File: src/design/cache_bus_pkg.sv
package cache_bus_pkg;

	// ~~~~~~~~~~~~~~~~~~~~~~~~~~~~~~~~~~~~~~~~~~~~~~~~~~~~~~~~~~~
	// Processor side Wishbone
	// ~~~~~~~~~~~~~~~~~~~~~~~~~~~~~~~~~~~~~~~~~~~~~~~~~~~~~~~~~~~

	localparam int ADDR_W = 16;
	localparam int DATA_W = 16;

	// ~~~~~~~~~~~~~~~~~~~~~~~~~~~~~~~~~~~~~~~~~~~~~~~~~~~~~~~~~~~
	// Memory side Wishbone, one line per transfer
	// ~~~~~~~~~~~~~~~~~~~~~~~~~~~~~~~~~~~~~~~~~~~~~~~~~~~~~~~~~~~

	// Line address is tag followed by set
	localparam int MEM_ADR_W = 12;

	localparam int LINE_W = 128;

endpackage

File: src/design/cache_geom_pkg.sv
package cache_geom_pkg;

	// ~~~~~~~~~~~~~~~~~~~~~~~~~~~~~~~~~~~~~~~~~~~~~~~~~~~~~~~~~~~
	// Address split: tag | set | word offset | ignored bit 0
	// ~~~~~~~~~~~~~~~~~~~~~~~~~~~~~~~~~~~~~~~~~~~~~~~~~~~~~~~~~~~

	localparam int TAG_W = 9;
	localparam int SET_W = 3;
	localparam int OFS_W = 3;

	localparam int NUM_SETS   = 8;
	localparam int LINE_WORDS = 8;

	// Two ways only, the LRU is a single bit per set
	localparam int NUM_WAYS = 2;
	localparam int WAY_W    = 1;

	// ~~~~~~~~~~~~~~~~~~~~~~~~~~~~~~~~~~~~~~~~~~~~~~~~~~~~~~~~~~~
	// Command to a single way
	// ~~~~~~~~~~~~~~~~~~~~~~~~~~~~~~~~~~~~~~~~~~~~~~~~~~~~~~~~~~~

	typedef enum logic [1:0] {
		// No change
		WAY_NONE,
		// Load line from memory, valid set, dirty cleared, tag stored
		WAY_FILL,
		// Merge one word at the offset, mark dirty
		WAY_WRITE_WORD,
		// Dirty cleared after write-back
		WAY_CLEAN
	} way_op_e;

endpackage
File: src/design/cache_way_if.sv
`timescale 1ns/100ps

interface cache_way_if;
	import cache_geom_pkg::*;
	import cache_bus_pkg::*;

	// Command side
	way_op_e           op;
	logic [SET_W-1:0]  set;
	logic [TAG_W-1:0]  tag;
	logic [OFS_W-1:0]  ofs;
	logic [DATA_W-1:0] wdata;
	logic [LINE_W-1:0] fill_line;

	// Lookup results for the addressed set
	logic              hit;
	logic              dirty;
	logic [TAG_W-1:0]  victim_tag;
	logic [LINE_W-1:0] rd_line;

	modport ctrl (
		output op, set, tag, ofs, wdata, fill_line
	);

	modport way (
		input  op, set, tag, ofs, wdata, fill_line,
		output hit, dirty, victim_tag, rd_line
	);

	modport sel (
		input hit, dirty, victim_tag, rd_line
	);

endinterface

File: src/design/cache_top.sv
`timescale 1ns/100ps

module cache_top (
	input  logic                                clk,
	input  logic                                reset,
	input  logic                                cyc,
	input  logic                                stb,
	input  logic                                we,
	input  logic [cache_bus_pkg::ADDR_W-1:0]    adr,
	input  logic [cache_bus_pkg::DATA_W-1:0]    dat_w,
	output logic                                ack,
	output logic [cache_bus_pkg::DATA_W-1:0]    dat_r,
	output logic                                mem_cyc,
	output logic                                mem_stb,
	output logic                                mem_we,
	output logic [cache_bus_pkg::MEM_ADR_W-1:0] mem_adr,
	output logic [cache_bus_pkg::LINE_W-1:0]    mem_dat_w,
	input  logic                                mem_ack,
	input  logic [cache_bus_pkg::LINE_W-1:0]    mem_dat_r
);
	import cache_geom_pkg::*;
	import cache_bus_pkg::*;

	// Selector to controller
	logic              any_hit;
	logic [WAY_W-1:0]  hit_way;
	logic [WAY_W-1:0]  victim_way;
	logic              victim_dirty;
	logic [TAG_W-1:0]  victim_tag;
	logic [LINE_W-1:0] rd_line_hit;
	logic [LINE_W-1:0] victim_line;
	logic              lru_touch;

	cache_way_if way_bus [NUM_WAYS] ();

	cache_control control_i (
		.clk, .reset,
		.cyc, .stb, .we, .adr, .dat_w, .ack, .dat_r,
		.mem_cyc, .mem_stb, .mem_we, .mem_adr, .mem_dat_w, .mem_ack, .mem_dat_r,
		.any_hit, .hit_way, .victim_way, .victim_dirty, .victim_tag,
		.rd_line_hit, .victim_line, .lru_touch,
		.way_bus (way_bus)
	);

	for (genvar w = 0; w < NUM_WAYS; w++) begin : g_way
		cache_way way_i (
			.clk,
			.reset,
			.bus (way_bus[w])
		);
	end

	// Every way is addressed with the same set
	cache_way_select select_i (
		.clk, .reset,
		.set (way_bus[0].set),
		.lru_touch,
		.any_hit, .hit_way, .victim_way, .victim_dirty, .victim_tag,
		.rd_line_hit, .victim_line,
		.way_bus (way_bus)
	);

endmodule

File: src/design/cache_control.sv
`timescale 1ns/100ps

module cache_control (
	input  logic                              clk,
	input  logic                              reset,
	input  logic                              cyc,
	input  logic                              stb,
	input  logic                              we,
	input  logic [cache_bus_pkg::ADDR_W-1:0]  adr,
	input  logic [cache_bus_pkg::DATA_W-1:0]  dat_w,
	output logic                              ack,
	output logic [cache_bus_pkg::DATA_W-1:0]  dat_r,
	output logic                              mem_cyc,
	output logic                              mem_stb,
	output logic                              mem_we,
	output logic [cache_bus_pkg::MEM_ADR_W-1:0] mem_adr,
	output logic [cache_bus_pkg::LINE_W-1:0]  mem_dat_w,
	input  logic                              mem_ack,
	input  logic [cache_bus_pkg::LINE_W-1:0]  mem_dat_r,
	input  logic                              any_hit,
	input  logic [cache_geom_pkg::WAY_W-1:0]  hit_way,
	input  logic [cache_geom_pkg::WAY_W-1:0]  victim_way,
	input  logic                              victim_dirty,
	input  logic [cache_geom_pkg::TAG_W-1:0]  victim_tag,
	input  logic [cache_bus_pkg::LINE_W-1:0]  rd_line_hit,
	input  logic [cache_bus_pkg::LINE_W-1:0]  victim_line,
	output logic                              lru_touch,
	cache_way_if.ctrl                         way_bus [cache_geom_pkg::NUM_WAYS]
);
	import cache_geom_pkg::*;
	import cache_bus_pkg::*;

	typedef enum logic [1:0] {IDLE, LOOKUP, WRITEBACK, FILL} state_e;

	state_e state, next_state;

	// Latched request
	logic              req_we;
	logic [TAG_W-1:0]  req_tag;
	logic [SET_W-1:0]  req_set;
	logic [OFS_W-1:0]  req_ofs;
	logic [DATA_W-1:0] req_wdata;

	way_op_e           cmd_op;
	logic [WAY_W-1:0]  cmd_way;

	// ~~~~~~~~~~~~~~~~~~~~~~~~~~~~~~~~~~~~~~~~~~~~~~~~~~~~~~~~~~~
	// FSM
	// ~~~~~~~~~~~~~~~~~~~~~~~~~~~~~~~~~~~~~~~~~~~~~~~~~~~~~~~~~~~

	always_comb begin
		next_state = state;
		case (state)
			IDLE: begin
				if (cyc && stb) next_state = LOOKUP;
			end
			LOOKUP: begin
				if (any_hit) next_state = IDLE;
				else if (victim_dirty) next_state = WRITEBACK;
				else next_state = FILL;
			end
			WRITEBACK: begin
				if (mem_ack) next_state = FILL;
			end
			FILL: begin
				// Retry lookup once the line is in
				if (mem_stb && mem_ack) next_state = LOOKUP;
			end
			default: next_state = IDLE;
		endcase
	end

	// Processor ack, LRU update and way commands
	always_comb begin
		ack       = 1'b0;
		lru_touch = 1'b0;
		cmd_op    = WAY_NONE;
		cmd_way   = hit_way;
		case (state)
			LOOKUP: begin
				if (any_hit) begin
					ack       = 1'b1;
					lru_touch = 1'b1;
					if (req_we) cmd_op = WAY_WRITE_WORD;
				end
			end
			WRITEBACK: begin
				if (mem_ack) begin
					cmd_op  = WAY_CLEAN;
					cmd_way = victim_way;
				end
			end
			FILL: begin
				if (mem_stb && mem_ack) begin
					cmd_op  = WAY_FILL;
					cmd_way = victim_way;
				end
			end
			default: ;
		endcase
	end

	assign dat_r = rd_line_hit[req_ofs*DATA_W +: DATA_W];

	always_ff @(posedge clk) begin
		if (reset) begin
			state   <= IDLE;
			mem_cyc <= 1'b0;
			mem_stb <= 1'b0;
			mem_we  <= 1'b0;
		end else begin
			state <= next_state;
			case (state)
				LOOKUP: begin
					if (!any_hit) begin
						mem_cyc <= 1'b1;
						mem_stb <= 1'b1;
						mem_we  <= victim_dirty;
					end
				end
				WRITEBACK: begin
					if (mem_ack) begin
						mem_cyc <= 1'b0;
						mem_stb <= 1'b0;
						mem_we  <= 1'b0;
					end
				end
				FILL: begin
					// Entered from write-back with the bus idle
					if (!mem_stb) begin
						mem_cyc <= 1'b1;
						mem_stb <= 1'b1;
						mem_we  <= 1'b0;
					end else if (mem_ack) begin
						mem_cyc <= 1'b0;
						mem_stb <= 1'b0;
					end
				end
				default: ;
			endcase
		end
	end

	// ~~~~~~~~~~~~~~~~~~~~~~~~~~~~~~~~~~~~~~~~~~~~~~~~~~~~~~~~~~~
	// Request and memory payload
	// ~~~~~~~~~~~~~~~~~~~~~~~~~~~~~~~~~~~~~~~~~~~~~~~~~~~~~~~~~~~

	always_ff @(posedge clk) begin
		if (state == IDLE && cyc && stb) begin
			req_we    <= we;
			req_tag   <= adr[ADDR_W-1 -: TAG_W];
			req_set   <= adr[OFS_W+1 +: SET_W];
			req_ofs   <= adr[1 +: OFS_W];
			req_wdata <= dat_w;
		end
		if (state == LOOKUP && !any_hit) begin
			mem_adr   <= victim_dirty ? {victim_tag, req_set} : {req_tag, req_set};
			mem_dat_w <= victim_line;
		end
		if (state == FILL && !mem_stb) begin
			mem_adr <= {req_tag, req_set};
		end
	end

	// Only the selected way sees a command
	for (genvar w = 0; w < NUM_WAYS; w++) begin : g_way_cmd
		assign way_bus[w].op        = (cmd_way == WAY_W'(w)) ? cmd_op : WAY_NONE;
		assign way_bus[w].set       = req_set;
		assign way_bus[w].tag       = req_tag;
		assign way_bus[w].ofs       = req_ofs;
		assign way_bus[w].wdata     = req_wdata;
		assign way_bus[w].fill_line = mem_dat_r;
	end

	a_ack_in_cycle: assert property (
		@(posedge clk) disable iff (reset)
		ack |-> cyc && stb
	);

	a_stb_in_cyc: assert property (
		@(posedge clk) disable iff (reset)
		mem_stb |-> mem_cyc
	);

	// Memory request held until the slave answers
	a_mem_hold: assert property (
		@(posedge clk) disable iff (reset)
		mem_stb && !mem_ack |=> mem_stb && $stable(mem_we) && $stable(mem_adr)
			&& $stable(mem_dat_w)
	);

endmodule

File: src/design/cache_way_select.sv
`timescale 1ns/100ps

module cache_way_select (
	input  logic                                clk,
	input  logic                                reset,
	input  logic [cache_geom_pkg::SET_W-1:0]    set,
	input  logic                                lru_touch,
	output logic                                any_hit,
	output logic [cache_geom_pkg::WAY_W-1:0]    hit_way,
	output logic [cache_geom_pkg::WAY_W-1:0]    victim_way,
	output logic                                victim_dirty,
	output logic [cache_geom_pkg::TAG_W-1:0]    victim_tag,
	output logic [cache_bus_pkg::LINE_W-1:0]    rd_line_hit,
	output logic [cache_bus_pkg::LINE_W-1:0]    victim_line,
	cache_way_if.sel                            way_bus [cache_geom_pkg::NUM_WAYS]
);
	import cache_geom_pkg::*;
	import cache_bus_pkg::*;

	logic [NUM_WAYS-1:0] hit_vec;
	logic [NUM_WAYS-1:0] dirty_vec;
	logic [TAG_W-1:0]    tag_vec [NUM_WAYS];
	logic [LINE_W-1:0]   line_vec [NUM_WAYS];

	// One bit per set, names the least recently used way
	logic [NUM_SETS-1:0] lru_q;

	// Flatten the interface array so it can be indexed at run time
	for (genvar w = 0; w < NUM_WAYS; w++) begin : g_gather
		assign hit_vec[w]   = way_bus[w].hit;
		assign dirty_vec[w] = way_bus[w].dirty;
		assign tag_vec[w]   = way_bus[w].victim_tag;
		assign line_vec[w]  = way_bus[w].rd_line;
	end

	// ~~~~~~~~~~~~~~~~~~~~~~~~~~~~~~~~~~~~~~~~~~~~~~~~~~~~~~~~~~~
	// Hit side
	// ~~~~~~~~~~~~~~~~~~~~~~~~~~~~~~~~~~~~~~~~~~~~~~~~~~~~~~~~~~~

	assign any_hit = |hit_vec;

	always_comb begin
		hit_way = '0;
		for (int w = 0; w < NUM_WAYS; w++) begin
			if (hit_vec[w]) begin
				hit_way = WAY_W'(w);
			end
		end
	end

	assign rd_line_hit = line_vec[hit_way];

	// ~~~~~~~~~~~~~~~~~~~~~~~~~~~~~~~~~~~~~~~~~~~~~~~~~~~~~~~~~~~
	// Replacement side
	// ~~~~~~~~~~~~~~~~~~~~~~~~~~~~~~~~~~~~~~~~~~~~~~~~~~~~~~~~~~~

	assign victim_way   = lru_q[set];
	assign victim_dirty = dirty_vec[victim_way];
	assign victim_tag   = tag_vec[victim_way];
	assign victim_line  = line_vec[victim_way];

	// Accessed way becomes MRU, so the other one is next to go
	always_ff @(posedge clk) begin
		if (reset) begin
			lru_q <= '0;
		end else if (lru_touch) begin
			lru_q[set] <= ~hit_way;
		end
	end

	a_one_hit: assert property (
		@(posedge clk) disable iff (reset)
		$onehot0(hit_vec)
	);

endmodule

File: src/design/cache_way.sv
`timescale 1ns/100ps

module cache_way (
	input logic  clk,
	input logic  reset,
	cache_way_if.way bus
);
	import cache_geom_pkg::*;
	import cache_bus_pkg::*;

	logic [NUM_SETS-1:0] valid_q;
	logic [NUM_SETS-1:0] dirty_q;
	logic [TAG_W-1:0]    tag_q [NUM_SETS];
	logic [LINE_W-1:0]   line_q [NUM_SETS];

	logic [LINE_W-1:0] merged_line;

	// ~~~~~~~~~~~~~~~~~~~~~~~~~~~~~~~~~~~~~~~~~~~~~~~~~~~~~~~~~~~
	// Lookup
	// ~~~~~~~~~~~~~~~~~~~~~~~~~~~~~~~~~~~~~~~~~~~~~~~~~~~~~~~~~~~

	assign bus.hit        = valid_q[bus.set] && (tag_q[bus.set] == bus.tag);
	assign bus.dirty      = valid_q[bus.set] && dirty_q[bus.set];
	assign bus.victim_tag = tag_q[bus.set];
	assign bus.rd_line    = line_q[bus.set];

	// Stored line with the new word dropped in at the offset
	always_comb begin
		merged_line = line_q[bus.set];
		merged_line[bus.ofs*DATA_W +: DATA_W] = bus.wdata;
	end

	// ~~~~~~~~~~~~~~~~~~~~~~~~~~~~~~~~~~~~~~~~~~~~~~~~~~~~~~~~~~~
	// State update
	// ~~~~~~~~~~~~~~~~~~~~~~~~~~~~~~~~~~~~~~~~~~~~~~~~~~~~~~~~~~~

	always_ff @(posedge clk) begin
		if (reset) begin
			valid_q <= '0;
			dirty_q <= '0;
		end else begin
			case (bus.op)
				WAY_FILL: begin
					valid_q[bus.set] <= 1'b1;
					dirty_q[bus.set] <= 1'b0;
				end
				WAY_WRITE_WORD: begin
					dirty_q[bus.set] <= 1'b1;
				end
				WAY_CLEAN: begin
					dirty_q[bus.set] <= 1'b0;
				end
				default: ;
			endcase
		end
	end

	// Tag and data arrays
	always_ff @(posedge clk) begin
		case (bus.op)
			WAY_FILL: begin
				tag_q[bus.set]  <= bus.tag;
				line_q[bus.set] <= bus.fill_line;
			end
			WAY_WRITE_WORD: begin
				line_q[bus.set] <= merged_line;
			end
			default: ;
		endcase
	end

	// Controller writes words only into the way that reported the hit
	a_write_on_hit: assert property (
		@(posedge clk) disable iff (reset)
		bus.op == WAY_WRITE_WORD |-> bus.hit
	);

endmodule

File: config.mk
export PLATFORM = sky130hd
export DESIGN_NAME = cache_top
export DESIGN_NICKNAME = d
export VERILOG_FILES = /design/src/design/cache_bus_pkg.sv /design/src/design/cache_geom_pkg.sv /design/src/design/cache_way_if.sv /design/src/design/cache_top.sv /design/src/design/cache_control.sv /design/src/design/cache_way_select.sv /design/src/design/cache_way.sv
export SDC_FILE = /design/constraint.sdc
export NUM_CORES = 2
export LEC_CHECK = 0
export ABC_AREA = 0
export BUFFER_PORTS_ARGS = -buffer_cell sky130_fd_sc_hd__clkbuf_2
export CAP_MARGIN = 10
export CORE_UTILIZATION = 36
export CTS_BUF_LIST = sky130_fd_sc_hd__clkbuf_4
export CTS_CLUSTER_DIAMETER = 40
export DETAILED_ROUTE_END_ITERATION = 10
export PLACE_DENSITY = 0.62
export REMOVE_ABC_BUFFERS = 1
export SLEW_MARGIN = 20
export SYNTH_ARGS = -nofsm -noshare
export SYNTH_HDL_FRONTEND = slang
export SYNTH_HIERARCHICAL = 1
export SYNTH_SLANG_ARGS = --single-unit
File: constraint.sdc
create_clock -name clk -period 10.7 [get_ports clk]
set_clock_uncertainty 0.2 [all_clocks]
set_input_delay 1.07 -clock clk [delete_from_list [all_inputs] [get_ports clk]]
set_output_delay 1.07 -clock clk [all_outputs]
set_load 0.01 [all_outputs]
### Word level (Yosys, flattened, before mapping)

Memory sizes are Yosys's and may differ from the RTL's. A register that Yosys moved wholly into a read port is not among the register bits.
Cells that the tools add are included.

* register bits after elaboration: 217
* output and inout port bits: 160
* memories: 4
* bits of input ports: 166
* RAM bits: 2192

Memories
* g_way[0].way_i.line_q: words 8, bits a word 128, read ports 1, clocked after memory_dff 1, wr ports 1, RTL line cache_way.sv:14 `logic [LINE_W-1:0] line_q [NUM_SETS];`
* g_way[1].way_i.line_q: words 8, bits a word 128, read ports 1, clocked after memory_dff 1, wr ports 1, RTL line cache_way.sv:14
* g_way[0].way_i.tag_q: words 8, bits a word 9, read ports 1, clocked after memory_dff 1, wr ports 1, RTL line cache_way.sv:13 `logic [TAG_W-1:0] tag_q [NUM_SETS];`
* g_way[1].way_i.tag_q: words 8, bits a word 9, read ports 1, clocked after memory_dff 1, wr ports 1, RTL line cache_way.sv:13

* reductions and logical operators: 25
* muxes and demuxes: 75
* shift operators: 3
* $lt $le $gt $ge: 5
* eq/ne operators: 16
* bitwise gates (word level): 12
* add/sub/neg operators: 1

Operators with widths (count)
* two-way mux 128 bit: 8
* bitwise mux 128 bit: 2
* variable shift 16 x 34 -> 128 bit (first input constant): 1
* indexed part select 128 x 8 -> 16 bit: 1
* indexed part select 16 x 34 -> 128 bit: 1
* two-way mux 12 bit: 3
* negation 7 -> 34 bit: 1
* bitwise OR 8 bit: 4
* case mux 8 bit (2 select lines): 2
* two-way mux 1 bit: 31
* two-way mux 9 bit: 3
* equality test 9 bit: 2
* two-way mux 2 bit: 9
* bitwise AND 8 bit: 2
* binary-select mux 1 bit (select 3 bit): 5
* equality test 2 bit (second input constant): 6
* two-way mux 3 bit: 4
* logical AND 1 bit: 11
* case mux 1 bit (3 select lines): 3
* bitwise mux 8 bit: 1
* inverter 8 bit: 1
* case mux 2 bit (4 select lines): 1
* equality test 2 x 1 -> 1 bit (second input constant): 3
* != test 2 bit (second input constant): 3
* 19 further kinds: 29

### Longest topological paths before layout

* depth in word-level cells: 11
* gate-level depth with buffers: 23
* depth with buffers taken out: 15

### By module

Netlist, hierarchy kept.

Modules (own cells, without submodules)
* cache_way at g_way[1].way_i: cells an instance 2831, seq. area each 33231.9 µm², instances 1, area each 45113.3 µm²
* cache_way at g_way[0].way_i: cells an instance 2809, seq. area each 33231.9 µm², instances 1, area each 44559.0 µm²
* cache_control: cells an instance 592, seq. area each 5265.0 µm², instances 1, area each 8998.6 µm²
* cache_way_select: cells an instance 339, seq. area each 160.2 µm², instances 1, area each 4119.0 µm²

### Least setup slack after synthesis

Ideal clock, no wire load.

* path type: reg-to-reg
* start: reg control_i.req_set[1] (netlist: control_i/way_bus[0].set[1])
* end: reg control_i/mem_adr[0] in the netlist's numbering, enable pin
* buffers on the path: 5
* cell stages (with the launch flop): 14
* path slack: 0.814 ns
* library setup time: 0.361 ns
* required time: 10.139 ns
* arrival time: 9.325 ns
* cell sequence: edfxtp_1 > buf_4 > buf_6 > buf_8 > mux4_1 > mux2_2 > xor2_1 > a211oi_2 > and4b_1 > clkbuf_1 > buf_1 > or2_2 > nor2b_1 > nand2b_1

* word-level cells in the longest chain between the ends: 7
* elaborated cells between the ends (all ways): 10
* those cells by class: 4 x mux; 6 x reduce/logical

Ends and longest elaborated chain
* start, declared: RTL line cache_control.sv:40 `logic [SET_W-1:0] req_set;`
* start signal, assigned: RTL line cache_control.sv:152 `req_set <= adr[OFS_W+1 +: SET_W];`
* binary-select mux 1 bit (select 3 bit): RTL line cache_way.sv:22 `assign bus.hit = valid_q[bus.set] && (tag_q[bus.set] == bus.tag);`
* two-way mux 1 bit (implied by the code): RTL line cache_way.sv:22
* logical AND 1 bit: RTL line cache_way.sv:22
* via way_bus[1].hit: RTL line cache_way_if.sv:16 `logic hit;`
* OR reduction 2 bit: RTL line cache_way_select.sv:40 `assign any_hit = |hit_vec;`
* via any_hit: RTL line cache_top.sv:25 `logic any_hit;`
* logical NOT 1 bit
* logical AND 1 bit: RTL line cache_control.sv:156 `if (state == LOOKUP && !any_hit) begin`
* nonzero test 2 bit (no source line)
* end signal, assigned: RTL line cache_control.sv:157 `mem_adr <= victim_dirty ? {victim_tag, req_set} : {req_tag, req_set};`
* end signal, assigned: RTL line cache_control.sv:161 `mem_adr <= {req_tag, req_set};`
* end, declared: RTL line cache_control.sv:16 `output logic [cache_bus_pkg::MEM_ADR_W-1:0] mem_adr,`

The timed path passes the listed nets, and every way through them passes these cells. The select of a mux whose other input is x is not followed.
A chain may end at the register's enable or synchronous reset.

### Worst setup path after layout

* start: reg control_i.req_set[0] (netlist: control_i/way_bus[0].set[0])
* end: out dat_r[5] in the netlist's numbering

* word-level cells in the longest chain between the ends: 9

Ends and longest elaborated chain
* binary-select mux 1 bit (select 3 bit): RTL line cache_way.sv:22
* two-way mux 1 bit (implied by the code): RTL line cache_way.sv:22
* logical AND 1 bit: RTL line cache_way.sv:22
* via way_bus[1].hit: RTL line cache_way_if.sv:16
* two-way mux 1 bit: RTL line cache_way_select.sv:45 `if (hit_vec[w]) begin`
* inverter 1 -> 2 bit (implied by the code): RTL line cache_way_select.sv:51 `assign rd_line_hit = line_vec[hit_way];`
* two-way mux 128 bit (implied by the code) (3 in series): RTL line cache_way_select.sv:51
* via rd_line_hit[21]: RTL line cache_top.sv:30 `logic [LINE_W-1:0] rd_line_hit;`
* indexed part select 128 x 8 -> 16 bit: RTL line cache_control.sv:103 `assign dat_r = rd_line_hit[req_ofs*DATA_W +: DATA_W];`
* end, declared: RTL line cache_top.sv:12 `output logic [cache_bus_pkg::DATA_W-1:0] dat_r,`

The timed path passes the listed nets, and every way through them passes these cells. The select of a mux whose other input is x is not followed.

==> metrics.yaml <==
antenna_found_initial: 58
cts_sinks: 2409
io_buffers: 324
dp_hpwl_microns: 202000
drv_cap: 0
grt_pass1_wl_microns: 485000
seqPwrFrac_pct: 49.8
clk-insertion-delay-late_ps: 1380
crit_path_max_fanout: 57
setup_viol: 0
nNetsFinal: 7276
cp_top_family: "buffers and inverters"
ys_ff_latch: 2409
yosys.area.top_type: "edfxtp_1"
grt_max_degree: 173
drtIter0Drc: 8543
core_area_sq_um: 283000
dp.cells: 10055
ctsRootBufferMaster: "clkbuf_4"
syn_area_per_cell_sq_um: 15.6
final_cell_area_sq_um: 116000
synthCells: 6571
crit_chain: "buf_12 > nand2_1 > o22ai_1 > or3_1 > nand3_1 > and4b_4 > buf_4 > buf_4 > mux2_2 > mux4_1 > mux2_2 > clkbuf_2"
ys_async_sr_fraction_pct: 0
cts_buffer_depth: 4
path_clk_slew_ps: 70
cts_tree: "yes"
synth_area_sq_um: 103000
final.min_clock_period_ps: 8820
worst-path-buf-inv: 4
max_stage_delay_ps: 820
cp-end-kind: "primary output"
placed_area_sq_um: 106000
final_cells: 11324
drv_slew: 0
drc: 0
multi_input_area_sq_um: 26600
yosys_warnings: 6
worstSetupPathType: "reg2out"
rsz0062_at_grt: "false"
cp.arrival_ps: 7550
pwr-share-comb_pct: 12.3
drive_gt1_share_pct: 30.0
die-area_sq_um: 288000
synth_ff_type: "edfxtp_1"
hold_viol: 0
gp_congestion: 0.830
die_y_microns: 536
dr.pass1.iters: 6
seq_area_frac_synth_pct: 69.9
ff_latch_area_sq_um: 71900
synth.distinct_cells: 80
worstMarginPinSlew_ps: 1290
rows: 195
p_int_mw: 15.8
synthTopCellsByCount: "edfxtp_1, mux2_2, nor2_1"
vias: 66078
netlist.area_leader.share_pct: 69.1
fin_util_pct: 41.0
cts-htree-levels: 6
wl_per_cell_microns: 31.1
finalCritPeriodShare_pct: 82.4
postLayoutSetupSlackWorst_ps: 1880
synth.most_common_cell: "edfxtp_1"
outcome: "complete, no violations"
synth_area_leaders: "edfxtp_1, mux2_2, a22oi_1"
start_util_pct: 36.3
required_ps: 9430
dp_slack_ps: 3240
finalSetupTns_ps: 0
power.share.clock_pct: 37.9
dieWidth_microns: 536
cp-start-kind: "register"
total_power_mw: 21.6
timing.fmax_mhz: 113
relSlewSlack_pct: 13.1
synth_edf_count: 2364
ios: 326
syn2layout_area_growth_pct: 12.8
p_per_area_nw_per_um2: 186
cp_slowest_cell: "nand2_1"
grt_util_all_layers_pct: 23.8
grt_pass1_vias: 64184
p_leak_nw: 39.1
hold_path.class: "in2reg"
fin_hold_ws_ps: 77.1
switching_share_pct: 26.8
wirelength_microns: 352000
final.fill_count: 25897
cts_made_buffers: 645
post_cts_buffers: 0
viasPerCell: 5.84
p_switching_mw: 5.78
overflow: 0
ant_nets: 0
ir_drop_uv: 97.0
## cell type report
cell class	instances	area share (%)
antenna	25	0.0539
sequential	2409	62.0
multi-input combinational	3377	22.9
clock inverter	182	1.01
inverter	43	0.145
tap	3743	4.04
clock buffer	931	6.03
timing repair buffer	614	3.82
## tightest hold or removal path, stage by stage
cell and delay (ps):
clkbuf_2 150, nor2_1 110, a21oi_1 120
## kinds of logic after synthesis
kind of cell / after synthesis / synth area share, %
flip-flops: 2409 / 69.9
AO/OA/AOI/OAI: 1493 / 10.1
AND/OR/NAND/NOR: 956 / 4.07
multiplexers: 892 / 11.0
buffers and inverters: 785 / 4.53
adder cells (fa/ha/maj): 20 / 0.243
XOR/XNOR: 16 / 0.136
## registers in the layout, indices dropped and copies added (netlist names), named ones only
register,flops
control_i/mem_dat_w,128
control_i/state,2
control_i/mem_adr,12
control_i/way_bus.ofs,3
g_way.way_i/valid_q,16
control_i/req_we,1
control_i/mem_cyc,1
g_way.way_i/tag_q,144
g_way.way_i/line_q,2048
control_i/way_bus.wdata,16
control_i/way_bus.set,3
select_i/lru_q,8
control_i/way_bus.tag,9
control_i/mem_we,1
control_i/mem_stb,1
## layer usage
| layer | share of wire (%) | global-route usage (%) | up-vias |
|---|---|---|---|
| met2 | 46 | 37.2 | 4445 |
| met4 | 4.0 | 9.86 | 46 |
| li1 | - | - | 27247 |
| met3 | 12 | 6.17 | 704 |
| met1 | 39 | 31.5 | 33636 |
| met5 | 0.092 | 0 | - |
## what timing repair did
action,4_1_cts,5_1_grt
hold endpoints to repair,1174,0
resized for setup,0,0
hold buffers,130,0
setup endpoints to repair,0,0
## path summary, 6_finish.rpt
| kind | slack (ps) | startpoint | cells past startpoint | end |
|---|---|---|---|---|
| worst max-delay path | 1880 | control_i/way_bus[0].set[0]$_DFFE_PP_ | 12 | dat_r[5] |
| worst min-delay path | 80 | mem_dat_r[21] | 3 | g_way[1].way_i/line_q[0][21]$_DFFE_PP_ |
| worst max register to register | 3010 | control_i/way_bus[0].set[0]$_DFFE_PP_ | 14 | g_way[0].way_i/line_q[5][63]$_DFFE_PP_ |
| worst min register to register | 270 | g_way[1].way_i/valid_q[4]$_SDFFE_PP0P_ | 2 | g_way[1].way_i/valid_q[4]$_SDFFE_PP0P_ |
## cells in the final DEF (no fill, tap or decap), types with 38 or more instances in the layout
master,netlist,final
mux2_2,522,522
a22oi_1,322,322
dfxtp_1,45,45
buf_4,322,135
clkbuf_2,1,324
nand3_1,56,51
edfxtp_1,2364,2364
mux2_4,110,110
o22ai_1,49,49
a221oi_1,220,220
o2bb2ai_1,50,50
mux2i_1,165,165
nor2_1,518,509
nand2_1,213,208
a21oi_1,316,316
mux4_2,57,56
clkbuf_4,0,931
dlygate4sd3_1,0,130
o221ai_1,48,48
clkinv_1,0,109
inv_1,42,38
o21ai_0,258,258
## power by group through the flow
stage / combinational (mW) / sequential [mW] / clock (mW)
6_report: 2.65 / 10.7 / 8.19
5_1_grt: 2.76 / 10.8 / 8.83
4_1_cts: 2.62 / 10.7 / 8.34
3_5_place_dp: 2.56 / 10.9 / 0
3_3_place_gp: 2.53 / 10.9 / 0
2_1_floorplan: 1.39 / 11.1 / 0
Power figures use the tool's default switching activity.
